**config.mk**
```make
export PLATFORM = sky130hd
export DESIGN_NAME = word_fifo
export DESIGN_NICKNAME = d
export VERILOG_FILES = /design/src/hw/ft245_macros.svh /design/src/hw/ft245_frame_pkg.sv /design/src/hw/word_fifo.sv
export SDC_FILE = /design/constraint.sdc
export NUM_CORES = 1
export LEC_CHECK = 0
export ABC_AREA = 1
export BUFFER_PORTS_ARGS = -buffer_cell sky130_fd_sc_hd__clkbuf_2
export CORE_ASPECT_RATIO = 0.6
export CORE_MARGIN = 1.5
export CORE_UTILIZATION = 40
export DETAILED_ROUTE_END_ITERATION = 16
export GPL_TIMING_DRIVEN = 0
export HOLD_SLACK_MARGIN = 0.03
export PLACE_DENSITY = 0.58
export REMOVE_ABC_BUFFERS = 1
export SETUP_SLACK_MARGIN = 0.5
export SLEW_MARGIN = 20
export SYNTH_ARGS = -nofsm -noshare
export SYNTH_HDL_FRONTEND = slang
export SYNTH_SLANG_ARGS = --single-unit
```
**constraint.sdc**
```tcl
create_clock -name clk -period 10 [get_ports clk]
set_clock_uncertainty 0.15 [all_clocks]
set_input_delay 1 -clock clk [delete_from_list [all_inputs] [get_ports clk]]
set_output_delay 1 -clock clk [all_outputs]
set_load 0.03 [all_outputs]
```
**src/hw/ft245_macros.svh**
```systemverilog
// depths are log2 values and frame lengths are byte counts that must match the framing rules
`ifndef FT245_MACROS_SVH
`define FT245_MACROS_SVH

// the rx FIFO needs some depth because the host may stall for long stretches
`define FT_RX_DEPTH_LOG2 4

// the tx side only needs to smooth out the host writes
`define FT_TX_DEPTH_LOG2 3

// inbound header is command, 3 count bytes and 4 address bytes
`define FT_HDR_IN_BYTES 8

// outbound header is 4 status bytes, 4 address bytes and 3 count bytes
`define FT_HDR_OUT_BYTES 11

`endif

```
**src/hw/ft245_frame_pkg.sv**
```systemverilog
// frame level types, all multi byte fields are big endian and counts travel in 24 bits on the wire
`default_nettype none

package ft245_frame_pkg;

	// data, address and status words
	typedef logic [31:0] word_t;

	// word count, only the low 24 bits are carried in a frame
	typedef logic [27:0] count_t;

	// first byte of an inbound frame
	typedef logic [7:0] command_t;

	// the deframer is either in the 8 byte header or in the data words
	typedef enum logic {
		RX_HEADER,
		RX_DATA
	} rx_state_t;

	// the framer waits for a header, sends it, then sends the words
	typedef enum logic [1:0] {
		TX_IDLE,
		TX_HEADER,
		TX_DATA
	} tx_state_t;

endpackage

`default_nettype wire

```
**src/hw/word_fifo.sv**
```systemverilog
// push is ignored when full and the popped word arrives one cycle after pull
`timescale 1ns/1ps
`default_nettype none

module word_fifo #(
	parameter int DEPTH_LOG2 = 4
) (
	input  wire                         clk,
	input  wire                         rst,
	input  wire                         push,
	input  wire ft245_frame_pkg::word_t push_word,
	input  wire                         pull,
	output ft245_frame_pkg::word_t      pop_word,
	output logic                        pop_strobe,
	output logic                        room,
	output logic                        hold
);

	localparam int DEPTH = 1 << DEPTH_LOG2;

	ft245_frame_pkg::word_t mem [DEPTH];

	// pointers carry one extra bit so full and empty differ
	logic [DEPTH_LOG2:0] wr_ptr;
	logic [DEPTH_LOG2:0] rd_ptr;
	logic [DEPTH_LOG2:0] used;
	logic [DEPTH_LOG2:0] free;
	logic do_push;
	logic do_pop;

	assign used = wr_ptr - rd_ptr;
	assign free = (DEPTH_LOG2 + 1)'(DEPTH) - used;

	// hold leaves two slots for words still on their way in
	assign room = (free != '0);
	assign hold = (free <= 2);

	assign do_push = push && room;
	assign do_pop  = pull && (used != '0);

	always_ff @(posedge clk) begin
		if (do_push) begin
			mem[wr_ptr[DEPTH_LOG2-1:0]] <= push_word;
		end
		if (do_pop) begin
			pop_word <= mem[rd_ptr[DEPTH_LOG2-1:0]];
		end
	end

	always_ff @(posedge clk) begin
		if (rst) begin
			wr_ptr     <= '0;
			rd_ptr     <= '0;
			pop_strobe <= 1'b0;
		end else begin
			if (do_push) begin
				wr_ptr <= wr_ptr + 1'b1;
			end
			if (do_pop) begin
				rd_ptr <= rd_ptr + 1'b1;
			end
			pop_strobe <= do_pop;
		end
	end

endmodule

`default_nettype wire

```
==> metrics.md <==
| Metric | Value |
|---|---|
| Post-synthesis async set-or-reset flop share | `0%` |
| Top-count cell post-synth | `edfxtp_1` |
| Share of cells above drive strength 1 | `13.30%` |
| Worst path required time | `10120 ps` |
| M1 wire length | `24250 um` |
| Leak | `8.153 nW` |
| Tmin final | `4889 ps` |
| Die Ht | `182.9 um` |
| Sequential-to-total area share from yosys stat | `76.71%` |
| Clock latency on the worst-skew pair | `570 ps` |
| CP Launch Type | `register` |
| H-tree lvl count | `2` |
| Post-Syn Area | `21580 um2` |
| Cts repair resizes | `0` |
| Clock Sinks | `555` |
| GRT overflow | `0` |
| IO Pins | `71` |
| Area delta synth->final | `15.97%` |
| Layout fillers | `4552` |
| CP max stage cell | `dfxtp_4` |
| Worst-path maximum fanout | `81` |
| Hold/Removal Path Class | `register to register` |
| # diodes | `0` |
| Layout net count | `1681` |
| Initial core utilization | `40.77%` |
| Synth top area cells | `edfxtp_1 76%, o21ai_0 5.6%, nor2_1 4.9%, o22ai_1 2.2%, o221ai_1 2.1%` |
| Residual DRC | `0` |
| Most common cell on crit path | `buf_16` |
| Worst setup path class | `register to register` |
| Placed cell area | `23490 um2` |
| Fin. Hold Viols | `0` |
| Cts bufs inserted | `49` |
| CP max stage delay | `670 ps` |
| Max-slew violations | `0` |
| Rel. slew slack | `47.24%` |
| Post-route cell area | `25030 um2` |
| Most used DFF post-synth | `edfxtp_1` |
| Yosys reg bits | `555` |
| Setup bufs post-CTS | `0` |
| Vias in the first global route | `12500` |
| Leading area contributor after synthesis | `edfxtp_1` |
| First-pass GRT wire length | `79330 um` |
| DR iter-0 viols | `1169` |
| Die width | `302.9 um` |
| Clock slew at reported path FFs | `70 ps` |
| Yosys warnings | `0` |
| Via count | `13060` |
| Synth top cells by count | `544 x edfxtp_1, 282 x nor2_1, 242 x o21ai_0, 88 x nand2_1, 76 x o22ai_1` |
| Status | `finished, final reports clean` |
| Total placed cells including tap cells | `2283` |
| Syn_area_per_cell | `13.84 um2` |
| Final Cycle Share | `48.89%` |
| CTS tree | `done` |
| Cells after Synth | `1560` |
| Max-Cap Viols | `0` |
| Root Buffer | `clkbuf_16` |
| WL met2 | `23940 um` |
| WL met3 | `3473 um` |
| Crit path DAT | `5010 ps` |
| Routability Congestion | `0.7248` |
| Post-route insts no fill | `2372` |
| IO Port Bufs | `70` |
| RSZ-0062 raised after global routing | `no` |
| CORE AREA | `52940 um2` |
| Routed WL | `52800 um` |
| DP HPWL | `30070 um` |
| Die ar. | `55410 um2` |
| Largest net degree at the start of global routing | `131` |
| GRT Util Overall | `19.09%` |
| Highest Signal Layer | `met5` |
| Worst vdd ir | `0.1317 mV` |
| WL per Instance | `22.26 um` |
| CP endpoint kind | `register` |
| Initial antenna violation count | `1` |
| # rows | `65` |
| Iteration count of the initial detailed-routing pass | `5` |
| Post-route ant nets | `0` |
| Fmax | `204.5 MHz` |
| Final setup viols | `0` |
| Worst slew pin tran | `789.6 ps` |
| CP Cell Sequence | `buf_16, inv_6, buf_16, ha_1, a21oi_1, nand3_1, nand3_1, nor2_1, ha_1, nand2_1, inv_1, nand3_2, nand2_1, inv_1, nand2_1, nor2_4, buf_16, buf_16` |
| Longest Clk Path Bufs | `3` |
| Number of flops mapped to enable cells by yosys | `544` |
| Top-area cell type share of the netlist area | `75.69%` |
| Vias per inst | `5.505` |
| CTS Hold Buffers Added | `0` |
| PD cells | `223.7 nW/um2` |
| Synth cell types | `32` |
-- kinds of logic (layout without fill, tap and decap cells) --
| family | after synthesis | in the layout | share of synthesized area, % |
|---|---|---|---|
| flip-flops | 555 | 555 | 76.71 |
| AO/OA/AOI/OAI | 411 | 411 | 11.13 |
| AND/OR/NAND/NOR | 450 | 450 | 8.348 |
| buffers and inverters | 127 | 236 | 2.846 |
| adder cells (fa/ha/maj) | 14 | 14 | 0.8464 |
| XOR/XNOR | 3 | 3 | 0.1218 |
-- per-layer routing --
layer,up-vias,global-route usage (%)
met4,2,4.756
li1,6016,-
met5,-,0
met3,84,3.163
met2,439,29.36
met1,6517,28.30
-- sequential cells by signal (all words and copies together), names as in the netlist --
signal / flops
pop_word: 32
pop_strobe: 1
mem: 512
rd_ptr: 5
wr_ptr: 5
-- power by group --
group          switching (mW)  internal, mW
clock                   0.815          1.03
sequential             0.0613          2.69
combinational           0.685         0.310
total                    1.56          4.04
-- cells in the final DEF, fill, tap and decap left out, types with 4 or more instances in the layout --
cell type  count
nand3_1       68
clkinv_1      12
edfxtp_1     544
clkbuf_16     51
o221ai_1      52
o21ai_1       18
nand2_1       88
clkbuf_1      11
clkbuf_2      70
o211ai_2       5
o21ai_0      242
o22ai_1       76
inv_1         19
clkinv_2      10
buf_12         6
buf_4         13
bufinv_16      4
o211ai_1       7
buf_16        28
nor2_4        14
nor2_1       268
a21oi_1       11
ha_1          13
dfxtp_1        8
-- stage by stage --
step           util, %  TNS (ps)  setup WS (ps)  power, mW  hold slack [ps]
4_1_cts          47.28         0           4968      5.651            402.2
2_1_floorplan        -         0          939.8      3.421            344.9
5_1_grt          47.28         0           4739      5.847            433.5
6_report         47.28         0           5111      5.599            398.1
3_3_place_gp     42.12  -3331620          -7893      3.765            366.5
3_5_place_dp     44.36         0           4970      3.805            383.8
-- final timing paths --
kind / from / endpoint / slack, ps / depth (start not counted)
worst max-delay path: rd_ptr[1] / mem[13][26] / 5110 / 18
worst min-delay path: wr_ptr[4] / wr_ptr[4] / 400 / 2
worst max register to register: rd_ptr[1] / mem[13][26] / 5110 / 18
worst min register to register: wr_ptr[4] / wr_ptr[4] / 400 / 2
-- worst max-delay path, delay by kind of cell (launching register included) --
kind | cells | cell delay (ps)
AOI/OAI and AO/OA | 1 | 190
adders and majority gates | 2 | 550
buffers and inverters | 7 | 1390
DFF | 1 | 670
and+or+nand+nor | 8 | 1570
-- area by class of cell --
class / instances / area [um2] / area share, %
Inverter: 26 / 118.9 / 0.4749
Clock buffer: 62 / 1318 / 5.264
Clock inverter: 27 / 226.5 / 0.9048
Sequential cell: 555 / 16570 / 66.19
Tap cell: 703 / 879.6 / 3.514
Multi-Input combinational cell: 878 / 4533 / 18.11
Timing Repair Buffer: 121 / 1388 / 5.544
(Power assumes the default switching activity.)
