[config.mk]
export PLATFORM = sky130hd
export DESIGN_NAME = ft245_pin_seq
export DESIGN_NICKNAME = d
export VERILOG_FILES = /design/src/hw/ft245_macros.svh /design/src/hw/ft245_pin_pkg.sv /design/src/hw/ft245_pin_seq.sv
export SDC_FILE = /design/constraint.sdc
export NUM_CORES = 1
export LEC_CHECK = 0
export BUFFER_PORTS_ARGS = -buffer_cell sky130_fd_sc_hd__buf_2
export CORE_MARGIN = 3
export CORE_UTILIZATION = 44
export CTS_CLUSTER_DIAMETER = 40
export DETAILED_ROUTE_END_ITERATION = 10
export GPL_ROUTABILITY_DRIVEN = 1
export GPL_TIMING_DRIVEN = 0
export MAX_ROUTING_LAYER = met4
export PLACE_DENSITY = 0.84
export SLEW_MARGIN = 25
export SYNTH_ARGS = -nofsm -noshare
export SYNTH_HDL_FRONTEND = slang
export SYNTH_SLANG_ARGS = --single-unit
[constraint.sdc]
create_clock -name clk -period 1.5 [get_ports clk]
set_input_delay 0.075 -clock clk [delete_from_list [all_inputs] [get_ports clk]]
set_output_delay 0.075 -clock clk [all_outputs]
set_load 0.03 [all_outputs]
[src/hw/ft245_macros.svh]
// depths are log2 values and frame lengths are byte counts that must match the framing rules
`ifndef FT245_MACROS_SVH
`define FT245_MACROS_SVH

// the rx FIFO needs some depth because the host may stall for long stretches
`define FT_RX_DEPTH_LOG2 4

// the tx side only needs to smooth out the host writes
`define FT_TX_DEPTH_LOG2 3

// inbound header is command, 3 count bytes and 4 address bytes
`define FT_HDR_IN_BYTES 8

// outbound header is 4 status bytes, 4 address bytes and 3 count bytes
`define FT_HDR_OUT_BYTES 11

`endif

[src/hw/ft245_pin_pkg.sv]
// chip pin level types only, the bus is 8 bits wide and has a single clock
`default_nettype none

package ft245_pin_pkg;

	// one byte on the chip data bus
	typedef logic [7:0] ft_byte_t;

	// the sequencer either waits, turns the bus around, reads or writes
	typedef enum logic [1:0] {
		IDLE,
		READ_OE,
		READ,
		WRITE
	} pin_state_t;

endpackage

`default_nettype wire

[src/hw/ft245_pin_seq.sv]
// chip clock is clk, reads win over writes, and one byte of write data is held while the chip is full
`timescale 1ns/1ps
`default_nettype none

module ft245_pin_seq (
	input  wire                      clk,
	input  wire                      rst,
	input  wire                      ftdi_rde_n,
	input  wire                      ftdi_txe_n,
	input  wire ft245_pin_pkg::ft_byte_t ftdi_data_in,
	input  wire                      rx_hold,
	input  wire ft245_pin_pkg::ft_byte_t tx_byte,
	input  wire                      tx_byte_valid,
	output logic                     ftdi_rd_n,
	output logic                     ftdi_wr_n,
	output logic                     ftdi_oe_n,
	output ft245_pin_pkg::ft_byte_t  ftdi_data_drive,
	output ft245_pin_pkg::ft_byte_t  rx_byte,
	output logic                     rx_byte_strobe,
	output logic                     tx_byte_take
);

	ft245_pin_pkg::pin_state_t state;

	// write byte waiting for the chip, it survives a full chip or a read in between
	ft245_pin_pkg::ft_byte_t byte_q;
	logic byte_full;

	// edge flags seen by the chip itself
	logic rd_edge;
	logic sent;

	// the chip hands over a byte on every edge with both read strobes low
	assign rd_edge = !ftdi_rd_n && !ftdi_rde_n;

	// ftdi_wr_n is only low in WRITE, so a low txe_n there means the byte left
	assign sent = (state == ft245_pin_pkg::WRITE) && !ftdi_txe_n;

	// refill the holding byte when it is empty or is being sent this edge
	assign tx_byte_take = tx_byte_valid && (!byte_full || sent);

	// the top level gates this onto the pin with the strobes
	assign ftdi_data_drive = byte_q;

	// payload capture needs no reset
	always_ff @(posedge clk) begin
		if (rd_edge) begin
			rx_byte <= ftdi_data_in;
		end
		if (tx_byte_take) begin
			byte_q <= tx_byte;
		end
	end

	always_ff @(posedge clk) begin
		if (rst) begin
			state          <= ft245_pin_pkg::IDLE;
			ftdi_rd_n      <= 1'b1;
			ftdi_wr_n      <= 1'b1;
			ftdi_oe_n      <= 1'b1;
			rx_byte_strobe <= 1'b0;
			byte_full      <= 1'b0;
		end else begin
			// strobe lines up with the captured byte one cycle after the edge
			rx_byte_strobe <= rd_edge;

			if (tx_byte_take) begin
				byte_full <= 1'b1;
			end else if (sent) begin
				byte_full <= 1'b0;
			end

			case (state)
				ft245_pin_pkg::IDLE: begin
					// a pending read is served first as long as the rx side has room
					if (!ftdi_rde_n && !rx_hold) begin
						ftdi_oe_n <= 1'b0;
						state     <= ft245_pin_pkg::READ_OE;
					end else if (ftdi_rde_n && !ftdi_txe_n && (byte_full || tx_byte_valid)) begin
						// a byte taken here is already in byte_q when wr_n falls
						ftdi_wr_n <= 1'b0;
						state     <= ft245_pin_pkg::WRITE;
					end
				end
				ft245_pin_pkg::READ_OE: begin
					// the chip needs one cycle with oe_n low before rd_n drops
					if (ftdi_rde_n || rx_hold) begin
						ftdi_oe_n <= 1'b1;
						state     <= ft245_pin_pkg::IDLE;
					end else begin
						ftdi_rd_n <= 1'b0;
						state     <= ft245_pin_pkg::READ;
					end
				end
				ft245_pin_pkg::READ: begin
					// an edge that ends the read still captures its byte above
					if (ftdi_rde_n || rx_hold) begin
						ftdi_rd_n <= 1'b1;
						ftdi_oe_n <= 1'b1;
						state     <= ft245_pin_pkg::IDLE;
					end
				end
				ft245_pin_pkg::WRITE: begin
					// stay only while the chip accepts and the next byte is loaded
					// a pending read also breaks off the burst
					if (!sent || !tx_byte_valid || !ftdi_rde_n) begin
						ftdi_wr_n <= 1'b1;
						state     <= ft245_pin_pkg::IDLE;
					end
				end
				default: begin
					state <= ft245_pin_pkg::IDLE;
				end
			endcase
		end
	end

endmodule

`default_nettype wire

==> results of run 1 <==
[synthesized netlist by cell type]
library cell	instances	share of area
a211o_1	1	0.0097
a21boi_1	1	0.0083
a21oi_1	2	0.011
a221oi_1	1	0.0097
a32o_2	1	0.012
and2_1	1	0.0069
dfxtp_1	7	0.15
edfxtp_1	16	0.53
ha_1	6	0.083
inv_1	6	0.025
nand2_1	2	0.0083
nand3_1	1	0.0055
nor2_1	4	0.017
nor2b_4	1	0.015
nor3_1	2	0.011
o2111ai_1	1	0.0097
o211ai_1	1	0.0083
o21a_1	1	0.0083
o21ai_0	6	0.033
o21ai_1	1	0.0055
o311a_1	1	0.011
o41ai_1	1	0.0097
or2_2	1	0.0069
[power groups by stage]
stage	clock network, W	logic (W)	registers (W)
2_1_floorplan	0	0.000243	0.000900
3_3_place_gp	0	0.000439	0.000815
3_5_place_dp	0	0.000467	0.000821
4_1_cts	0.000282	0.000520	0.000814
5_1_grt	0.000314	0.000659	0.000835
6_report	0.000272	0.000603	0.000830
[metrics by stage]
step,std cells,util
2_1_floorplan,65,-
3_3_place_gp,132,0.6245
3_5_place_dp,132,0.6245
4_1_cts,155,0.7497
5_1_grt,156,0.7776
6_report,156,0.7776
[layer usage]
| layer | wire [um] | share of wire |
|---|---|---|
| met5 | 0 | 0 |
| met2 | 1252 | 0.52 |
| met4 | 19 | 0.0079 |
| met3 | 219 | 0.091 |
| met1 | 911 | 0.38 |
[cells by family after synthesis]
kind of cell,Yosys count,share of synthesized area
flip-flops,23,0.6851
AO/OA/AOI/OAI,18,0.1368
AND/OR/NAND/NOR,12,0.07044
buffers and inverters,6,0.02486
adder cells (fa/ha/maj),6,0.08287
[critical path, cell delays in order (launching register included)]
cell     delay [ps]
dfxtp_4         400
inv_1           100
ha_1            240
a32o_2          270
o311a_1         330
[flip-flops by register name, summed over array words and instances, names as in the netlist]
register and flops:
byte_full 1, ftdi_data_drive 8, ftdi_oe_n 1, ftdi_rd_n 1, ftdi_wr_n 1, rx_byte 8
rx_byte_strobe 1, state 2
[worst paths after layout]
check                                 end  slack (ps)  cells past startpoint           from
worst min register to register  ftdi_wr_n         480                      1      ftdi_wr_n
worst max register to register   state[1]          50                      4       state[0]
worst min-delay path            byte_full          60                      3  tx_byte_valid
worst max-delay path             state[1]          50                      4       state[0]
[final cells by class]
type,instances,share of cell area
well taps,25,0.02187
inverters,6,0.01575
multi-input cells,36,0.2187
repair buffers,62,0.2878
flip-flops and latches,23,0.4374
clock buffers,4,0.01837
[cells in the final DEF (no fill, tap or decap), types with 2 or more instances in the layout]
cell            n
buf_2          41
inv_1           5
dfxtp_1         5
o21ai_0         5
ha_1            4
edfxtp_1       16
nor3_1          2
nand2_1         2
buf_4           2
ha_4            2
a21oi_1         2
dlygate4sd3_1  18
nor2_1          4
clkbuf_4        3
[repair_timing]
| action | CTS | global route |
|---|---|---|
| hold endpoints to repair | 18 | 0 |
| setup buffers | 1 | 1 |
| resized for setup | 8 | 8 |
| cloned | 0 | 0 |
| setup endpoints to repair | 11 | 3 |
| pin swaps | 1 | 3 |
| hold buffers | 18 | 0 |
==> metrics.cfg, run 1 <==
[status]
run_status = completed

[yosys]
synthesis.yosys.warnings = 0
synth.net_count = 93
yosysUniqueCellTypes = 23
synth.cell_area_um2 = 905.9
post_synth.cell_area_avg_um2 = 13.94
yosysSeqAreaShare = 0.6851
yosys_register_bits = 23
netlist_instances = 65

[grt]
grt-busiest-layer = met2
grtUsageTotal = 0.2009
grt.met1_usage = 0.2079
first_pass_grt_wire_length_mm = 3.643
via_count_of_the_first_global_routing_pass = 744
global_route_total_overflow = 0
antenna_found_initial = 0
grt_util_met3 = 0.06997
largest_net_degree_at_the_start_of_global_routing = 13
global_route.usage.met2 = 0.3475

[cts]
cts.sink_count = 23
cts_max_path_buffers = 2
cts_made_buffers = 3
clock_pin_slew_of_the_registers_on_the_worst_case_setup_and_hold_paths_ps = 120
tritoncts = built
clockRootBuffer = clkbuf_4
worstSkewPairLatency_ps = 300
ctsHtreeMaxLevel = 1

[power_and_ir_drop]
power.internal_w = 0.001134
clkPwrFrac = 0.160
power_leakage_nw = 0.6187
power.share.switching = 0.3348
pwr_density_cell_nw_per_um2 = 1193
power_total_w = 0.001705
seq_power_share = 0.487
combinationalPowerShare = 0.353
vdd.ir_drop.worst_mv = 0.8650
switchingPower_w = 0.0005710

[final_layout]
design.final.nets = 160
fin_area_um2 = 1430
flow.area_growth_from_synthesis_pct = 57.87
fillers = 120
ff_latch_area_um2 = 625.6
insertedDiodeCount = 0
proportion_of_layout_cells_with_a_drive_suffix_above_1 = 0.4504
multiInputGateArea_um2 = 312.8

[sta]
max_slew.worst_pin.slew_ps = 626.0
setup_viol = 0
final_setup_skew_ps = 3.923
rsz0062_at_grt = no
timing_max_transition_violations_final = 0
max_freq_ghz = 0.6874
fin_hold_ws_ps = 60.90
post-route-worst-setup-slack_ps = 45.14
layout_worst_path_cycle_share = 0.9699
setup_total_negative_slack_ps = 0
slew_headroom = 0.5812
hold_viol_final = 0
period_minus_slack_ps = 1455

[floorplan]
rows = 15
pin_count = 43
effective_utilization_at_floorplan = 0.4925
die_area_um2 = 2639
die_height_um = 51.38
dieWidth_um = 51.38
design.core.area_um2 = 1839

[critical_path]
crit_fanout = 5
critical_path_class = reg -> reg
start_kind = register
cp_data_required_time_ps = 1700
setup.worst_path.end_class = register
crit_arrival_ps = 1650

[detailed_routing]
first_pass_iteration_count_of_the_detailed_router = 4
drt-initial-drc-count = 3
route.detailed.vias_per_inst = 5.058
postRouteWirelength_mm = 2.402
ant_nets = 0
routedWlPerCell_um = 15.40
detailroute.via_count = 789
post_detailed_route_drc_marker_count = 0

[placed_design]
detailedPlace.worstSlack_ps = -50.35
detailed_place_hpwl_mm = 1.476
total_placed_instance_area_um2 = 1149
port_buffers = 42
routabilityCongestion = 0.8334

[run]
maxCapViolCount = 0

[worst_hold_path]
holdCritPathClass = in -> reg

No activity file was read; power rests on OpenSTA's default activity.
==> run 2, diff against run 1 <==
- CORE_UTILIZATION: 44 -> 35
- PLACE_DENSITY: 0.84 -> 0.71
==> run 2 against run 1 <==
Compared with the run above: hold slack lost 38 ps; clock power is essentially flat; sequential power shrank 2%; core utilization shrank 18 points; global-route usage shrank 6.5 points; clock-buffer cell count shrank 1; largest power group unchanged; largest cell class unchanged; fmax grew 1.4%; critical endpoint is now tx_byte_take; die area grew 23%.
==> metrics.cfg, run 2 (synthesis gave the netlist of run 1 again) <==
[floorplan]
dieWidth_um = 56.88  ; +11%
die_area_um2 = 3235  ; +23%
rows = 17  ; +2
pin_count = 43  ; unchanged
effective_utilization_at_floorplan = 0.3872  ; -0.1054
design.core.area_um2 = 2340  ; +27%
die_height_um = 56.88  ; +11%

[sta]
fin_hold_ws_ps = 23.19  ; -37.72 ps
layout_worst_path_cycle_share = 0.9561  ; -0.01383
max_freq_ghz = 0.6973  ; +1.4%
slew_headroom = 0.6076  ; +0.02643
max_slew.worst_pin.slew_ps = 586.5  ; -39.49 ps
setup_total_negative_slack_ps = 0  ; unchanged
setup_viol = 0  ; unchanged
timing_max_transition_violations_final = 0  ; unchanged
hold_viol_final = 0  ; unchanged
final_setup_skew_ps = 3.533  ; -0.3900 ps
period_minus_slack_ps = 1434  ; -20.74 ps
rsz0062_at_grt = yes

[final_layout]
stdcell_count = 158  ; +1.3%
insertedDiodeCount = 0  ; unchanged
ff_latch_area_um2 = 625.6  ; unchanged
mostFrequentLayoutCells = buf_2, dlygate4sd3_1, edfxtp_1, inv_1
fin_area_um2 = 1405  ; -1.7%
mostFrequentLayoutCell = buf_2
fillers = 191  ; +59%
multiInputGateArea_um2 = 292.8  ; -6.4%
design.final.nets = 159  ; -0.63%
proportion_of_layout_cells_with_a_drive_suffix_above_1 = 0.4538  ; +0.003464
flow.area_growth_from_synthesis_pct = 55.11

[power_and_ir_drop]
vdd.ir_drop.worst_mv = 0.6595  ; -24%
pwr_density_cell_nw_per_um2 = 1177  ; -1.3%
power_leakage_nw = 0.6118  ; -1.1%

[detailed_routing]
routedWlPerCell_um = 13.03  ; -15%
first_pass_iteration_count_of_the_detailed_router = 3  ; -1
detailroute.via_count = 732  ; -7.2%
post_detailed_route_drc_marker_count = 0  ; unchanged
drt-initial-drc-count = 2  ; -1
postRouteWirelength_mm = 2.058  ; -14%
ant_nets = 0  ; unchanged
route.detailed.vias_per_inst = 4.633  ; -8.4%

[cts]
cts.sink_count = 23  ; unchanged
clock_pin_slew_of_the_registers_on_the_worst_case_setup_and_hold_paths_ps = 120  ; about the same
cts_max_path_buffers = 2  ; unchanged
cts_made_buffers = 3  ; unchanged
tritoncts = built
worstSkewPairLatency_ps = 300  ; about the same
ctsHtreeMaxLevel = 1  ; unchanged
clockRootBuffer = clkbuf_4

[placed_design]
detailed_place_hpwl_mm = 1.424  ; -3.5%
total_placed_instance_area_um2 = 1152  ; +0.33%
port_buffers = 42  ; unchanged
place_inst = 135  ; +2.3%
routabilityCongestion = 0.8957  ; +7.5%

[grt]
global_route_total_overflow = 0  ; unchanged
largest_net_degree_at_the_start_of_global_routing = 14  ; +1
antenna_found_initial = 0  ; unchanged
via_count_of_the_first_global_routing_pass = 723  ; -2.8%
first_pass_grt_wire_length_mm = 3.215  ; -12%
grtUsageTotal = 0.1356  ; -0.06533

[critical_path]
path_cells = ha_2 > inv_1 > o21ai_2 > and2_4 > buf_6
setup.worst_path.end_class = output port
worst_path_max_delay_cell = dfxtp_2
start_kind = register
crit_fanout = 4  ; -1
number_of_buffers_and_inverters_on_the_critical_path = 2  ; +1
critical_path_class = reg -> out
cp_slowest_stage_delay_ps = 390  ; about the same
cp_data_required_time_ps = 1420  ; -280 ps
cell_family_contributing_the_most_delay_on_the_critical_path = flip-flops
crit_arrival_ps = 1360  ; -290 ps

[worst_hold_path]
holdCritPathClass = in -> reg

[status]
run_status = completed

[run]
maxCapViolCount = 0  ; unchanged

==> run 2: cell count changes in the layout (fill, tap and decap cells not counted) <==
cell / change
ha_4: -2
ha_2: +2
clkinv_2: +1
clkbuf_1: -1
inv_1: +1
dlygate4sd3_1: -1
inv_2: -1
==> run 2: path summary, 6_finish.rpt <==
| kind | end | from | depth (start not counted) | slack, ps |
|---|---|---|---|---|
| worst max-delay path | tx_byte_take | state[1] | 5 | 70 |
| worst min-delay path | rx_byte_strobe | ftdi_rde_n | 2 | 20 |
| worst max register to register | state[0] | state[1] | 6 | 70 |
| worst min register to register | ftdi_wr_n | ftdi_wr_n | 1 | 480 |
==> run 2: power breakdown <==
group          internal, W  switching [W]
clock            0.0000993       0.000174
combinational     0.000247       0.000319
sequential        0.000764      0.0000511
==> run 2: cell type report <==
type / instances / area share
Clock inverter: 1 / 0.003562
Timing Repair Buffer: 61 / 0.2858
Clock buffer: 3 / 0.01603
Sequential cell: 23 / 0.4452
Inverter: 6 / 0.01603
Multi-Input combinational cell: 36 / 0.2084
Tap cell: 28 / 0.02493
==> run 2: what timing repair did <==
item	in CTS	in global routing
pin swaps	1	2
setup buffers	1	1
resized for setup	7	6
endpoints found under the setup margin	3	3
hold buffers	17	0
endpoints found under the hold margin	18	0
cloned	0	0
==> run 2: metrics by stage <==
step | total power [W] | worst slack (ps) | utilization
floorplan | 0.001143 | 44.69 | -
global placement | 0.001259 | -13.16 | 0.4925
detailed placement | 0.001277 | -42.51 | 0.4925
CTS | 0.001598 | 1.307 | 0.5856
global route | 0.001763 | -9.683 | 0.6005
finish | 0.001653 | 65.89 | 0.6005
==> run 2: routing by layer <==
metal	vias up	share of wire	global-route usage
met5	-	0	-
met2	33	0.48	0.2244
met1	324	0.42	0.1631
met4	0	0	0.03974
li1	375	-	-
met3	0	0.091	0.03448
==> run 3, diff against run 2 <==
- RECOVER_POWER: default -> 100
==> run 3 against run 2 <==
Compared with the run above: register-to-register slack about the same; cell count unchanged; non-clock buffer count is the same; combinational power hardly changed; routed wire length barely moved; die area is the same; critical path type unchanged; largest cell class unchanged.
==> metrics.cfg, run 3 (synthesis gave the netlist of run 1 again) <==
[floorplan]
pin_count = 43  ; unchanged
effective_utilization_at_floorplan = 0.3872  ; unchanged
rows = 17  ; unchanged
die_area_um2 = 3235  ; unchanged
design.core.area_um2 = 2340  ; unchanged
dieWidth_um = 56.88  ; unchanged
die_height_um = 56.88  ; unchanged

[detailed_routing]
routedWlPerCell_um = 13.01  ; about the same
postRouteWirelength_mm = 2.056  ; about the same
post_detailed_route_drc_marker_count = 0  ; unchanged
route.detailed.vias_per_inst = 4.633  ; unchanged
drt-initial-drc-count = 2  ; unchanged
first_pass_iteration_count_of_the_detailed_router = 3  ; unchanged
ant_nets = 0  ; unchanged
detailroute.via_count = 732  ; unchanged

[critical_path]
critical_path_class = reg -> out
setup.worst_path.start = state[1]
cp_data_required_time_ps = 1420  ; about the same
setup.worst_path.end_class = output port
regToRegSetupSlack_ps = 70  ; about the same
crit_arrival_ps = 1360  ; about the same
crit-reg2reg-launch = state[1]
worst_r2r_path_depth = 6  ; unchanged
critical_path.endpoint = tx_byte_take
crit_fanout = 4  ; unchanged
worstReg2RegEnd = state[0]
start_kind = register

[status]
run_status = completed

[grt]
largest_net_degree_at_the_start_of_global_routing = 14  ; unchanged
antenna_found_initial = 0  ; unchanged
global_route_total_overflow = 0  ; unchanged
grtUsageTotal = 0.1356  ; unchanged
first_pass_grt_wire_length_mm = 3.215  ; unchanged
via_count_of_the_first_global_routing_pass = 723  ; unchanged

[cts]
clockRootBuffer = clkbuf_4
worstSkewPairLatency_ps = 300  ; about the same
cts.sink_count = 23  ; unchanged
tritoncts = built
ctsHtreeMaxLevel = 1  ; unchanged
cts_made_buffers = 3  ; unchanged
clock_pin_slew_of_the_registers_on_the_worst_case_setup_and_hold_paths_ps = 120  ; about the same
cts_max_path_buffers = 2  ; unchanged

[final_layout]
insertedDiodeCount = 0  ; unchanged
flow.area_growth_from_synthesis_pct = 54.56
mostFrequentLayoutCell = buf_2
design.final.nets = 159  ; unchanged
mostFrequentLayoutCells = buf_2, dlygate4sd3_1, edfxtp_1, inv_1
proportion_of_layout_cells_with_a_drive_suffix_above_1 = 0.4231  ; -0.03077

[placed_design]
detailed_place_hpwl_mm = 1.424  ; unchanged
routabilityCongestion = 0.8957  ; unchanged
port_buffers = 42  ; unchanged
detailedPlace.worstSlack_ps = -42.51  ; unchanged

[sta]
setup_viol = 0  ; unchanged
layout_worst_path_cycle_share = 0.9562  ; about the same
fin_hold_ws_ps = 25.09  ; +1.902 ps
max_slew.worst_pin.slew_ps = 586.5  ; unchanged
post-route-worst-setup-slack_ps = 65.76  ; -0.1272 ps
slew_headroom = 0.6076  ; unchanged
timing_max_transition_violations_final = 0  ; unchanged
hold_viol_final = 0  ; unchanged
rsz0062_at_grt = yes
max_freq_ghz = 0.6972  ; about the same
final_setup_skew_ps = 3.669  ; +0.1358 ps
period_minus_slack_ps = 1434  ; +0.1272 ps

[run]
maxCapViolCount = 0  ; unchanged

[worst_hold_path]
worst_hold_startpoint = ftdi_rde_n
hold_depth = 2  ; unchanged
holdCritPathClass = in -> reg

[power_and_ir_drop]
vdd.ir_drop.worst_mv = 0.6597  ; about the same
power_leakage_nw = 0.5992  ; -2.1%
power_total_w = 0.001652  ; about the same
pwr_density_cell_nw_per_um2 = 1180  ; +0.28%

## run 3: cell types whose count changed in the layout (fill, tap and decap cells not counted)
cell and delta:
buf_2 -4, clkbuf_1 +4
## run 3: worst min path at each step
| stage | endpoint | slack, ps |
|---|---|---|
| 2_1_floorplan | byte_full | 140 |
| 6_report | rx_byte_strobe | 30 |
| 3_5_place_dp | ftdi_data_drive[7] | 250 |
| 3_3_place_gp | rx_byte[7] | 250 |
| 5_1_grt | rx_byte_strobe | 20 |
| 4_1_cts | rx_byte_strobe | 10 |
## run 3: layout make-up
type	count	area [um2]
Timing Repair Buffer	61	396.6
Sequential cell	23	625.6
Inverter	6	22.52
Multi-Input combinational cell	36	292.8
Fill cell	194	939.7
Clock buffer	3	22.52
Tap cell	28	35.03
Clock inverter	1	5.005
## run 3: per-layer routing
layer / up-vias / wire (um) / global-route usage
met2: 33 / 996 / 0.2244
met3: 0 / 187 / 0.03448
met1: 324 / 872 / 0.1631
met4: 0 / 0 / 0.03974
li1: 375 / - / -
met5: - / 0 / -
## run 3: what timing repair did
action,CTS,global route
resized for setup,7,6
hold buffers,17,0
endpoints found under the setup margin,3,3
gates cloned,0,0
buffers inserted,1,1
hold endpoints to repair,18,0
pin swaps,1,2
## run 3: where the power goes
part           internal, W  leakage, nW  switching (W)
logic             0.000245        0.374       0.000319
clock network    0.0000993       0.0177       0.000174
registers         0.000764        0.207      0.0000511
## run 3: worst max-delay path, stage by stage, from the launching register on
cell and delay (ps):
dfxtp_2 390, ha_2 190, inv_1 70, o21ai_2 120, and2_4 170, buf_6 120
## run 3: metrics by stage
step	cells	util	setup TNS (ps)	instance area [um2]
after global placement	135	0.4925	-13.16	1152
after global routing	158	0.5984	-9.683	1400
after CTS	157	0.5856	0	1370
after detailed placement	135	0.4925	-55.78	1152
after floorplan	65	-	0	907.1
final	158	0.5984	0	1400
