### config.mk
export PLATFORM = sky130hd
export DESIGN_NAME = frame_framer
export DESIGN_NICKNAME = d
export VERILOG_FILES = /design/src/hw/ft245_pin_pkg.sv /design/src/hw/ft245_frame_pkg.sv /design/src/hw/frame_framer.sv
export VERILOG_INCLUDE_DIRS = /design/src /design/src/hw
export SDC_FILE = /design/constraint.sdc
export NUM_CORES = 1
export LEC_CHECK = 0
export BUFFER_PORTS_ARGS = -buffer_cell sky130_fd_sc_hd__buf_4
export CAP_MARGIN = 0
export CELL_PAD_IN_SITES_DETAIL_PLACEMENT = 1
export CELL_PAD_IN_SITES_GLOBAL_PLACEMENT = 1
export CORE_AREA = 5 5 133 135
export CTS_CLUSTER_SIZE = 12
export DETAILED_ROUTE_END_ITERATION = 8
export DIE_AREA = 0 0 138 140
export PLACE_DENSITY = 0.84
export SLEW_MARGIN = 20
export SYNTH_ARGS = -nofsm -noshare
export SYNTH_HDL_FRONTEND = slang
export SYNTH_SLANG_ARGS = --single-unit
### constraint.sdc
create_clock -name clk -period 7.8 [get_ports clk]
set_input_delay 0.78 -clock clk [delete_from_list [all_inputs] [get_ports clk]]
set_output_delay 0.78 -clock clk [all_outputs]
set_load 0.02 [all_outputs]
### src/hw/ft245_macros.svh
// depths are log2 values and frame lengths are byte counts that must match the framing rules
`ifndef FT245_MACROS_SVH
`define FT245_MACROS_SVH

// the rx FIFO needs some depth because the host may stall for long stretches
`define FT_RX_DEPTH_LOG2 4

// the tx side only needs to smooth out the host writes
`define FT_TX_DEPTH_LOG2 3

// inbound header is command, 3 count bytes and 4 address bytes
`define FT_HDR_IN_BYTES 8

// outbound header is 4 status bytes, 4 address bytes and 3 count bytes
`define FT_HDR_OUT_BYTES 11

`endif

### src/hw/ft245_pin_pkg.sv
// chip pin level types only, the bus is 8 bits wide and has a single clock
`default_nettype none

package ft245_pin_pkg;

	// one byte on the chip data bus
	typedef logic [7:0] ft_byte_t;

	// the sequencer either waits, turns the bus around, reads or writes
	typedef enum logic [1:0] {
		IDLE,
		READ_OE,
		READ,
		WRITE
	} pin_state_t;

endpackage

`default_nettype wire

### src/hw/ft245_frame_pkg.sv
// frame level types, all multi byte fields are big endian and counts travel in 24 bits on the wire
`default_nettype none

package ft245_frame_pkg;

	// data, address and status words
	typedef logic [31:0] word_t;

	// word count, only the low 24 bits are carried in a frame
	typedef logic [27:0] count_t;

	// first byte of an inbound frame
	typedef logic [7:0] command_t;

	// the deframer is either in the 8 byte header or in the data words
	typedef enum logic {
		RX_HEADER,
		RX_DATA
	} rx_state_t;

	// the framer waits for a header, sends it, then sends the words
	typedef enum logic [1:0] {
		TX_IDLE,
		TX_HEADER,
		TX_DATA
	} tx_state_t;

endpackage

`default_nettype wire

### src/hw/frame_framer.sv
// only the low 24 bits of out_data_count are sent and counted, oh_en is ignored while busy
`timescale 1ns/1ps
`default_nettype none
`include "ft245_macros.svh"

module frame_framer (
	input  wire                         clk,
	input  wire                         rst,
	input  wire                         oh_en,
	input  wire ft245_frame_pkg::word_t out_status,
	input  wire ft245_frame_pkg::word_t out_address,
	input  wire ft245_frame_pkg::count_t out_data_count,
	input  wire ft245_frame_pkg::word_t pop_word,
	input  wire                         pop_strobe,
	input  wire                         tx_byte_take,
	output logic                        out_busy,
	output logic                        pull,
	output ft245_pin_pkg::ft_byte_t     tx_byte,
	output logic                        tx_byte_valid
);

	localparam int HDR_W = `FT_HDR_OUT_BYTES * 8;

	ft245_frame_pkg::tx_state_t state;

	// header bytes leave from the top of this register
	logic [HDR_W-1:0] hdr_sr;
	logic [3:0] hdr_idx;

	// the one data word in hand, shifted as its bytes go out
	ft245_frame_pkg::word_t word_sr;
	logic word_full;
	logic [1:0] byte_idx;

	ft245_frame_pkg::count_t words_left;

	// a pull is answered one cycle later, so pull is never high two cycles running
	logic pull_wait;

	assign out_busy = (state != ft245_frame_pkg::TX_IDLE);
	assign pull = (state == ft245_frame_pkg::TX_DATA) && !word_full && !pull_wait;

	// data bytes are offered only once a word has come out of the FIFO
	assign tx_byte_valid = (state == ft245_frame_pkg::TX_HEADER) ||
		((state == ft245_frame_pkg::TX_DATA) && word_full);
	assign tx_byte = (state == ft245_frame_pkg::TX_HEADER) ? hdr_sr[HDR_W-1 -: 8] : word_sr[31:24];

	always_ff @(posedge clk) begin
		if ((state == ft245_frame_pkg::TX_IDLE) && oh_en) begin
			hdr_sr <= {out_status, out_address, out_data_count[23:0]};
		end else if ((state == ft245_frame_pkg::TX_HEADER) && tx_byte_take) begin
			hdr_sr <= hdr_sr << 8;
		end
		if (pop_strobe) begin
			word_sr <= pop_word;
		end else if ((state == ft245_frame_pkg::TX_DATA) && tx_byte_take) begin
			word_sr <= word_sr << 8;
		end
	end

	always_ff @(posedge clk) begin
		if (rst) begin
			state      <= ft245_frame_pkg::TX_IDLE;
			hdr_idx    <= '0;
			byte_idx   <= '0;
			word_full  <= 1'b0;
			words_left <= '0;
			pull_wait  <= 1'b0;
		end else begin
			pull_wait <= pull;

			// pop_strobe only comes back while word_full is low
			if (pop_strobe) begin
				word_full <= 1'b1;
			end

			case (state)
				ft245_frame_pkg::TX_IDLE: begin
					if (oh_en) begin
						hdr_idx    <= '0;
						byte_idx   <= '0;
						words_left <= {4'h0, out_data_count[23:0]};
						state      <= ft245_frame_pkg::TX_HEADER;
					end
				end
				ft245_frame_pkg::TX_HEADER: begin
					if (tx_byte_take) begin
						hdr_idx <= hdr_idx + 4'd1;
						if (hdr_idx == 4'(`FT_HDR_OUT_BYTES - 1)) begin
							if (words_left == '0) begin
								state <= ft245_frame_pkg::TX_IDLE;
							end else begin
								state <= ft245_frame_pkg::TX_DATA;
							end
						end
					end
				end
				ft245_frame_pkg::TX_DATA: begin
					if (tx_byte_take) begin
						byte_idx <= byte_idx + 2'd1;
						if (byte_idx == 2'd3) begin
							// last byte of the word frees the slot for the next pull
							word_full  <= 1'b0;
							words_left <= words_left - 1'b1;
							if (words_left == 28'd1) begin
								state <= ft245_frame_pkg::TX_IDLE;
							end
						end
					end
				end
				default: begin
					state <= ft245_frame_pkg::TX_IDLE;
				end
			endcase
		end
	end

endmodule

`default_nettype wire

==> summary.md, run 1 <==
| Metric | Value |
|---|---|
| Setup Viol. Count Final | 0 |
| Most instantiated cells after synthesis | nand2_1 (286), edfxtp_1 (120), clkbuf_1 (38), dfxtp_1 (38), nor2_1 (29) |
| Port buffer count | approximately 140 |
| CP peak stage delay | 860 ps |
| Fill cells | 1874 |
| Critical path required time | approximately 8200 ps |
| TritonCTS buffer count | 17 |
| Synthesized area | ~7400 µm² |
| CP Capture Type | register |
| CP arrival | 3070 ps |
| Fraction of registers with async set/reset | 0% |
| Post-Route WL | between 20 and 25 mm |
| Worst-margin pin slew | around 1000 ps |
| Max-cap violations | 0 |
| Cell internal pwr | roughly 1.6 mW |
| Largest net degree at the start of global routing | around 100 |
| Crit path max-delay family | simple AND/OR/NAND/NOR gates |
| Period utilisation layout | 34.8% |
| Sequential share of power | 48.7% |
| PwrDens | roughly 230 nW/µm² |
| Number of synthesized flops with an enable pin | 120 |
| Via count | 5939 |
| Clock tree buffer depth | 2 |
| Top cells by area, synth | edfxtp_1 (49%), nand2_1 (14%), dfxtp_1 (10%) |
| Area growth syn-to-layout | 23.0% |
| Hold Buf Count CTS | 0 |
| Critical path, cell by cell | inv_1 -> ha_1 -> nor4b_1 -> nand4_1 -> nor3_1 -> mux2i_1 |
| Iter 0 DRT Violations | roughly 340 |
| CP max FO | 7 |
| I/O pin count | 140 |
| CP Launch Type | register |
| Placer Congestion | ~0.85 |
| Sequential share of the synthesized area | 58.9% |
| CTS tree | yes |
| Slowest-stage cell, CP | nor4b_1 |
| Worst min path class | register to register |
| Vias in the first global route | 6353 |
| Post-Layout Inst Area | between 9000 and 10000 µm² |
| Post-route minimum period | approximately 2700 ps |
| Clock Skews | approximately 11 ps |
| Initial Util | between 40% and 50% |
| R2r setup slk | between 5000 and 6000 ps |
| Slew Limit Fails | 0 |
| RSZ-0062 raised after global routing | false |
| Setup TNS | 0 ps |
| FP Rows | 47 |
| Die area | between 15000 and 20000 µm² |
| Clock root buffer master | clkbuf_16 |
| Worst-case vdd ir drop | between 0.15 and 0.2 mV |
| Overflow after GRT | 0 |
| # H-tree levels | 4 |
| DIE HEIGHT | roughly 140 µm |
| CTS Sinks | between 150 and 200 |
| Final HPWL from detailed placement | 13.9 mm |
| Top-count cell post-synth | nand2_1 |
| First-pass GRT wire length | between 30 and 40 mm |
| Clock latency on the worst-skew pair | about 430 ps |
| Worst rel slew slack | ~30% |
| Top_reg_cell synth | edfxtp_1 |
| Die Width | around 140 µm |
| Post-route DRC | 0 |
| Clock-pin slew on the worst setup and hold paths | around 60 ps |
| Post-synthesis cell type count | 64 |
| Area after DPL | between 8000 and 9000 µm² |
| Routed Antenna Nets | 0 |
| Layout cells sized above 1 | 23.3% |
| Number of diodes | 0 |
| Post-CTS sizing | 0 |
| Outcome | complete, no violations |
| Post-CTS Setup Bufs | 0 |
| Final net count | approximately 990 |
| Switching part of the total power | 25.3% |
| YS warnings | 0 |
| CP bufs+invs | 1 |
| Avg Cell Area, Syn | between 9 and 10 µm² |
| #FFs+latches synth | approximately 160 |
| Yosys top cell by area | edfxtp_1 |
| Final hold viol count | 0 |
| Clock power share | a little under two fifths |
| CORE AREA | roughly 16000 µm² |
| Max Clk Rate | 0.368 GHz |
| Comb pwr share | about 14% |
| P_sw | roughly 540 µW |
| Drt first pass iters | 5 |
| Share of the synthesized area in the top cell type | around half |
| Syn Inst Count | between 700 and 800 |
| P_leak | ~3.8 nW |
| WL/cell | between 15 and 20 µm |
| Post-Syn Nets | approximately 880 |
| Critical path class | register to register |
| Avg Vias per Cell | approximately 5.4 |
| Initial antenna violation count | 0 |
| Tot GR Track Use | between 20% and 30% |
-- cells by family after synthesis --
family,after synthesis,share of synthesized area (%)
XOR/XNOR,2,0.237
AO/OA/AOI/OAI,84,7.79
adder cells (fa/ha/maj),6,1.01
flip-flops,158,58.9
buffers and inverters,55,3.28
AND/OR/NAND/NOR,411,24.6
multiplexers,28,4.19
-- state kept, by name, summed over array words and instances (netlist names) --
signal,cells
byte_idx,2
hdr_idx,4
hdr_sr,88
pull_wait,1
state,2
word_full,1
word_sr,32
words_left,28
-- per-stage QoR --
| stage | power (mW) | hold slack [ps] | utilization [%] | std cells | worst slack, ps |
|---|---|---|---|---|---|
| 2_1_floorplan | 1.22 | 401 | - | 744 | 4000 |
| 6_report | 2.13 | 427 | 55.7 | 1090 | 5080 |
| 3_3_place_gp | 1.33 | 412 | 52.2 | 1058 | 4460 |
| 5_1_grt | 2.22 | 450 | 55.7 | 1090 | 4860 |
| 4_1_cts | 2.14 | 431 | 55.6 | 1090 | 4780 |
| 3_5_place_dp | 1.35 | 422 | 52.2 | 1058 | 4360 |
-- layout make-up --
type | count | area [µm²] | area share (%)
clock inverters | 12 | 120 | 1.32
flip-flops and latches | 158 | 4360 | 47.9
clock buffers | 20 | 437 | 4.80
inverters | 8 | 30.0 | 0.330
well taps | 220 | 275 | 3.02
repair buffers | 141 | 1060 | 11.6
multi-input cells | 531 | 2820 | 31.0
-- layout by cell type (no fill, tap or decap), drive strengths merged, types with 6 or more instances in the layout --
cell	instances
nand4	11
clkbuf	20
edfxtp	120
a21oi	15
mux2	24
nand2	286
o21ai	15
or3	7
nand3	7
buf	141
nor3	13
nor4	13
clkinv	8
nor2	29
a31oi	10
and2	19
inv	9
dfxtp	38
ha	6
-- routing by layer --
metal	global-route usage (%)	wire length, µm
met3	5.73	925
met5	0	0
met4	5.98	251
met2	38.2	11000
met1	24.4	8280
-- power groups by stage --
stage / clock network, mW / logic [mW] / registers [mW]
3_5_place_dp: 0 / 0.293 / 1.05
3_3_place_gp: 0 / 0.280 / 1.05
4_1_cts: 0.806 / 0.297 / 1.04
2_1_floorplan: 0 / 0.179 / 1.04
5_1_grt: 0.855 / 0.325 / 1.04
6_report: 0.797 / 0.293 / 1.03
-- path summary, 6_finish.rpt --
kind / depth (start not counted) / end / start
max: 6 / words_left[26]$_SDFFE_PP0P_ / words_left[1]$_SDFFE_PP0P_
max reg2reg: 6 / words_left[26]$_SDFFE_PP0P_ / words_left[1]$_SDFFE_PP0P_
min: 1 / pull_wait$_SDFF_PP0_ / pull_wait$_SDFF_PP0_
min reg2reg: 1 / pull_wait$_SDFF_PP0_ / pull_wait$_SDFF_PP0_
(Power assumes the default switching activity.)
==> inputs of run 2 (changes only) <==
Settings changed: CORE_AREA 5 5 133 135 to 5 5 144 146, DIE_AREA 0 0 138 140 to 0 0 149 151, PLACE_DENSITY 0.84 to 0.76.
Clock period 7.8 ns to 2.49 ns, I/O delays scaled along.
==> summary.md, run 2 (synthesis results as in run 1) <==
| Metric | Value |
|---|---|
| Hold Buf Count CTS | 0 (unchanged) |
| Worst-case vdd ir drop | 0.498 mV (+230%) |
| Post-Layout Cell Count | 1153 (+5.8%) |
| Largest net degree at the start of global routing | 80 (-22%) |
| WL/cell | 17.1 µm (-8.8%) |
| Initial Util | 38.4% (-6.9 points) |
| Initial antenna violation count | 0 (unchanged) |
| Clock Skews | 12.0 ps (+0.849 ps) |
| Final hold viol count | 0 (unchanged) |
| Tot GR Track Use | 17.6% (-3.4 points) |
| CP Capture Type | register |
| Hold depth | 3 (+2) |
| P_leak | 3.94 nW (+3.0%) |
| Critical path required time | 2840 ps (-5310 ps) |
| Die Width | 149 µm (+8.0%) |
| CP max FO | 8 (+1) |
| Setup Viol. Count Final | 0 (unchanged) |
| Setup TNS | 0 ps (unchanged) |
| Clock root buffer master | clkbuf_16 |
| CTS tree | yes |
| TritonCTS buffer count | 17 (unchanged) |
| Critical path class | register to register |
| Area growth syn-to-layout | 26.4% |
| Reg with most FFs | hdr_sr |
| CP arrival | 2470 ps (-600 ps) |
| Worst min path class | input pin to register |
| Met3 global-route usage | 4.22% (-1.5 points) |
| Outcome | complete, no violations |
| Die area | 22500 µm² (+16%) |
| FP Rows | 51 (+8.5%) |
| Met2 Use GR | 30.4% (-7.7 points) |
| Hold path start | out_address[0] |
| Post-CTS Setup Bufs | 0 (unchanged) |
| CTS Sinks | 158 (unchanged) |
| Post-Layout Inst Area | 9360 µm² (+2.7%) |
| Post-route DRC | 0 (unchanged) |
| Worst R2R End | words_left[21]$_SDFFE_PP0P_ |
| Worst R2R Path Depth | 4 (-2) |
| Worst rel slew slack | 65.2% (+35 points) |
| Fill cells | 2207 (+18%) |
| Iter 0 DRT Violations | 222 (-34%) |
| Via count | 5918 (-0.35%) |
| Avg Vias per Cell | 5.13 (-5.8%) |
| Met1 track demand over resource | 22.1% (-2.2 points) |
| DIE HEIGHT | 151 µm (+7.9%) |
| CP Launch Type | register |
| Slew Limit Fails | 0 (unchanged) |
| Layout cells sized above 1 | 25.5% (+2.1 points) |
| Post-Route WL | 19.7 mm (-3.5%) |
| Routed Antenna Nets | 0 (unchanged) |
| Commonest non-fill, non-tap cell in the layout | nand2_1 |
| Worst-margin pin slew | 521 ps (-508 ps) |
| # H-tree levels | 4 (unchanged) |
| Post-CTS sizing | 0 (unchanged) |
| Vias in the first global route | 6119 (-3.7%) |
| Number of diodes | 0 (unchanged) |
| Commonest non-fill, non-tap cells in the layout | nand2_1 (285), buf_4 (156), edfxtp_1 (120), dfxtp_1 (38), nor2_1 (29) |
| Overflow after GRT | 0 (unchanged) |
| Port buffer count | 135 (unchanged) |
| Final net count | 1010 (+1.8%) |
| PwrDens | 727 nW/µm² (+210%) |
| Placer Congestion | 0.841 (-0.48%) |
| R2r setup slk | 380 ps (-4710 ps) |
| Clock-pin slew on the worst setup and hold paths | 70 ps (about the same) |
| Placed insts | 1121 (+6.0%) |
| Layer with the highest usage | met2 |
| R2R Path Start | words_left[11]$_SDFFE_PP0P_ |
| Worst hold margin | 80.5 ps (-347 ps) |
| First-pass GRT wire length | 31.2 mm (-4.3%) |
| Max reg flops | 88 (unchanged) |
| Max-cap violations | 0 (unchanged) |
| Final HPWL from detailed placement | 14.0 mm (+0.42%) |
| Area after DPL | 8770 µm² (+2.7%) |
| RSZ-0062 raised after global routing | false |
| Clock tree buffer depth | 2 (unchanged) |
| Regs by FF count | hdr_sr: 88 flops, word_sr: 32 flops, words_left: 28 flops |
| Drt first pass iters | 4 (-1) |
| I/O pin count | 140 (unchanged) |
| CORE AREA | 19300 µm² (+18%) |
| Post-route minimum period | 2110 ps (-601 ps) |
| Clock latency on the worst-skew pair | 430 ps (about the same) |
| Max Clk Rate | 0.473 GHz (+28%) |
| Hold worst-path end | hdr_sr[24]$_DFFE_PP_ |
| Period utilisation layout | 84.9% (+50 points) |
[run 2: changes by cell type in the layout (fill, tap and decap cells not counted), sizes merged]
cell / before / now
buf: 141 / 159
clkinvlp: 1 / 2
inv: 9 / 14
clkbuf: 20 / 17
clkinv: 8 / 5
[run 2: cell type report]
type / count / area, µm² / area share (%)
tap: 265 / 332 / 3.54
clock buffer: 17 / 425 / 4.55
timing repair buffer: 159 / 1230 / 13.2
clock inverter: 15 / 161 / 1.73
inverter: 8 / 30.0 / 0.321
sequential: 158 / 4360 / 46.6
multi-input combinational: 531 / 2810 / 30.1
[run 2: power by group]
group	internal, mW	switching (mW)	total (mW)
Sequential	3.14	0.0957	3.23
Clock	1.49	1.11	2.61
Combinational	0.412	0.549	0.961
[run 2: how the worst max path moves through the flow]
stage                                startpoint                     endpoint  cells after the start
CTS                       state[1]$_SDFFE_PP0P_                   tx_byte[0]                      4
global route              state[1]$_SDFFE_PP0P_                   tx_byte[0]                      4
finish              words_left[11]$_SDFFE_PP0P_  words_left[21]$_SDFFE_PP0P_                      4
floorplan                 state[1]$_SDFFE_PP0P_     word_sr[0]$_SDFFCE_PN0P_                      5
global placement    words_left[11]$_SDFFE_PP0P_  words_left[21]$_SDFFE_PP0P_                      4
detailed placement  words_left[11]$_SDFFE_PP0P_  words_left[21]$_SDFFE_PP0P_                      4
[run 2: per-layer routing]
metal / share of wire (%) / vias to the layer above / wire length [µm]
met2: 51 / 140 / 10000
met4: 1.6 / 0 / 323
met1: 42 / 2879 / 8370
met5: 0 / - / 0
li1: - / 2878 / -
met3: 5.2 / 21 / 1030
[run 2: worst max-delay path: stages (launching register included)]
cell     delay, ps
dfxtp_1        380
or4_4          580
or4_4          500
or4_1          410
a31oi_1        160
[run 2: metrics by stage]
stage	util (%)	setup WS (ps)	power, mW
3_3_place_gp	45.5	419	4.23
3_5_place_dp	45.5	403	4.26
4_1_cts	48.6	342	6.89
6_report	48.6	375	6.80
2_1_floorplan	-	325	3.82
5_1_grt	48.6	271	7.11
==> inputs of run 3 (changes only) <==
Settings changed: ABC_AREA set to 1, CORE_AREA 5 5 144 146 to 5 5 149 151, DIE_AREA 0 0 149 151 to 0 0 154 156, PLACE_DENSITY 0.76 to 0.75.
Clock period 2.49 ns to 1.9 ns, I/O delays scaled along.
==> summary.md, run 3 <==
| Metric | Value |
|---|---|
| Post-Synth Simple-Gate Area | 28.7% (+4.2 points) |
| Sequential share of the synthesized area | 57.7% (-1.2 points) |
| Post-synthesis cell type count | 37 (-42%) |
| Clock latency on the worst-skew pair | 430 ps (about the same) |
| Clock-pin slew on the worst setup and hold paths | 70 ps (about the same) |
| Via count | 6363 (+7.5%) |
| CP Launch Type | register |
| Critical path required time | 1710 ps (-1130 ps) |
| Final net count | 1180 (+17%) |
| Hold worst-path end | words_left[1]$_SDFFE_PP0P_ |
| Hold path start | out_data_count[1] |
| Final HPWL from detailed placement | 14.9 mm (+6.9%) |
| Initial Util | 36.5% (-1.9 points) |
| Post-route minimum period | between 1500 and 2000 ps |
| Setup Viol. Count Final | 0 (unchanged) |
| Iter 0 DRT Violations | 317 (+43%) |
| WL/cell | 15.7 µm (-8.2%) |
| Top-count cell post-synth | nand2_1 |
| Port buffer count | 135 (unchanged) |
| CP peak stage delay | 340 ps (-240 ps) |
| Clock tree buffer depth | 2 (unchanged) |
| Max-cap violations | 0 (unchanged) |
| CP bufs+invs | 4 (+4) |
| Die area | 24000 µm² (+6.8%) |
| Slowest-stage cell, CP | dfxtp_1 |
| Post-Route WL | 20.9 mm (+6.1%) |
| Main combinational cell family by area after synthesis | simple AND/OR/NAND/NOR gates |
| CP Capture Type | output port |
| Worst min path class | input pin to register |
| CTS Sinks | 158 (unchanged) |
| Post-Layout Cell Count | 1333 (+16%) |
| YS warnings | 0 (unchanged) |
| Worst-case vdd ir drop | 0.688 mV (+38%) |
| Outcome | complete, no violations |
| Top cells by area, synth | edfxtp_1 (48%), nand2_1 (21%), dfxtp_1 (10%) |
| Max Clk Rate | between 0.5 and 0.6 GHz |
| DIE HEIGHT | 156 µm (+3.3%) |
| CP arrival | 1540 ps (-930 ps) |
| Setup TNS | 0 ps (unchanged) |
| Most frequent CP cell | nand2_1 |
| TritonCTS buffer count | 17 (unchanged) |
| Placer Congestion | 0.826 (-1.8%) |
| Post-Synth XOR/XNOR Area | 0.464% (+0.23 points) |
| Clock root buffer master | clkbuf_16 |
| Post-route DRC | 0 (unchanged) |
| Period utilisation layout | between 90 and 100% |
| Mux contribution to synthesized area | 0% (-4.2 points) |
| Critical path class | register to output port |
| Initial antenna violation count | 0 (unchanged) |
| Final hold viol count | 0 (unchanged) |
| Drt first pass iters | 4 (unchanged) |
| Cell internal pwr | 9.57 mW (+90%) |
| Slew Limit Fails | 0 (unchanged) |
| Largest net degree at the start of global routing | 104 (+30%) |
| # H-tree levels | 4 (unchanged) |
| Commonest non-fill, non-tap cells in the layout | nand2_1 (422), buf_4 (149), edfxtp_1 (120), nor2_1 (75), inv_1 (61) |
| Tot GR Track Use | 17.4% (-0.23 points) |
| Max reg flops | 88 (unchanged) |
| Area growth syn-to-layout | 27.4% |
| #FFs+latches synth | 158 (unchanged) |
| Number of synthesized flops with an enable pin | 120 (unchanged) |
| Post-Layout Inst Area | 9630 µm² (+2.9%) |
| Clock Skews | 9.49 ps (-2.49 ps) |
| Avg Vias per Cell | 4.77 (-7.0%) |
| Fill cells | 2507 (+14%) |
| Fraction of registers with async set/reset | 0% (unchanged) |
| I/O pin count | 140 (unchanged) |
| Yosys top cell by area | edfxtp_1 |
| Worst rel slew slack | 68.5% (+3.3 points) |
| Overflow after GRT | 0 (unchanged) |
| RSZ-0062 raised after global routing | false |
| P_leak | 4.46 nW (+13%) |
| Comb pwr share | 36.8% (+23 points) |
| Number of diodes | 0 (unchanged) |
| PwrDens | 1570 nW/µm² (+120%) |
| Avg Cell Area, Syn | 8.30 µm² (-17%) |
| Post-synthesis adder-cell area fraction | 0.993% (-0.020 points) |
| CTS tree | yes |
| Critical path, cell by cell | inv_1 -> nand2_1 -> inv_1 -> buf_4 -> nand2_1 -> nand2_1 -> buf_4 |
| Worst R2R End | words_left[27]$_SDFFE_PP0P_ |
| Synthesized area | 7560 µm² (+2.1%) |
| CORE AREA | 20700 µm² (+7.4%) |
| Syn Inst Count | 910 (+22%) |
| R2r setup slk | 190 ps (-190 ps) |
| Area after DPL | 8960 µm² (+2.1%) |
| Most instantiated cells after synthesis | nand2_1 (423), edfxtp_1 (120), nor2_1 (75), inv_1 (61), a21oi_1 (43) |
| Post-Syn Nets | 1045 (+19%) |
| CP max FO | 8 (unchanged) |
| Layout cells sized above 1 | 19.0% (-6.5 points) |
| First-pass GRT wire length | 33.5 mm (+7.4%) |
| Share of the synthesized area in the top cell type | 47.7% (-0.98 points) |
| FP Rows | 53 (+3.9%) |
| Reg with most FFs | hdr_sr |
| Vias in the first global route | 6774 (+11%) |
| Hold depth | 3 (unchanged) |
| Compound-gate portion of the synthesized area | 6.51% (-1.3 points) |
| Routed Antenna Nets | 0 (unchanged) |
| Die Width | 154 µm (+3.4%) |
| P_sw | 5.58 mW (+220%) |
| Commonest non-fill, non-tap cell in the layout | nand2_1 |
| Top_reg_cell synth | edfxtp_1 |
| Crit path max-delay family | buffers and inverters |
| Regs by FF count | hdr_sr: 88 flops, word_sr: 32 flops, words_left: 28 flops |
| R2R Path Start | state[1]$_SDFFE_PP0P_ |
| Hold Buf Count CTS | 0 (unchanged) |
| Worst-margin pin slew | 472 ps (-48.9 ps) |
| Sequential share of power | 37.7% (-9.8 points) |
| Placed insts | 1301 (+16%) |
| Tot Pwr | 15.2 mW (+120%) |
| Switching part of the total power | 36.8% (+11 points) |
| Clock power share | 25.6% (-13 points) |
| Worst R2R Path Depth | 10 (+6) |
==> run 3: metrics by stage <==
step | hold slack [ps] | worst slack, ps | util [%]
6_report | 21.3 | 169 | 46.5
5_1_grt | 23.5 | 14.3 | 46.5
2_1_floorplan | 332 | 103 | -
3_5_place_dp | 425 | 195 | 43.3
3_3_place_gp | 409 | 240 | 43.3
4_1_cts | 12.7 | 125 | 46.5
==> run 3: final cells by class <==
cell class                 count  area (µm²)  area share, %
clock buffer                  18         429           4.46
clock inverter                14         239           2.48
inverter                      65         246           2.56
multi-input combinational    649        2790           29.0
sequential                   158        4360           45.3
tap                          275         344           3.57
timing repair buffer         154        1220           12.7
==> run 3: logic make-up (layout without fill, tap and decap cells) <==
group | Yosys count | after routing
buffers and inverters | 103 | 251
adders and majority gates | 6 | 6
xor gates and xnor gates | 4 | 4
and+or+nand+nor | 546 | 546
AOI/OAI and AO/OA | 93 | 93
DFF | 158 | 158
==> run 3: repair_timing <==
item                       4_1_cts  5_1_grt
setup buffers                    0        0
setup endpoints to repair        0        1
resized for setup                0        1
==> run 3: per-layer routing <==
metal  GRT usage [%]  routed length, µm
met1            21.8               9420
met2            30.8              10500
met3            3.19                712
met4            5.00                266
met5               0                  0
==> run 3: worst max-delay path by stage <==
stage,cells after the start,to,start
after detailed placement,10,words_left[27]$_SDFFE_PP0P_,state[1]$_SDFFE_PP0P_
after global placement,10,words_left[27]$_SDFFE_PP0P_,state[0]$_SDFFE_PP0P_
after floorplan,4,word_sr[0]$_SDFFCE_PN0P_,pop_strobe
after global routing,10,words_left[27]$_SDFFE_PP0P_,state[0]$_SDFFE_PP0P_
final,7,tx_byte[7],state[1]$_SDFFE_PP0P_
after CTS,7,tx_byte[6],state[1]$_SDFFE_PP0P_
==> run 3: worst min-delay path: stages <==
cell	delay (ps)
buf_4	90
a211oi_1	60
nor2_1	70
==> run 3: power groups by stage <==
stage	logic, mW	registers, mW	clock network, mW
4_1_cts	5.65	5.71	3.95
6_report	5.57	5.71	3.88
3_5_place_dp	5.60	5.77	0
5_1_grt	6.31	5.81	4.11
3_3_place_gp	5.45	5.73	0
2_1_floorplan	3.75	5.66	0
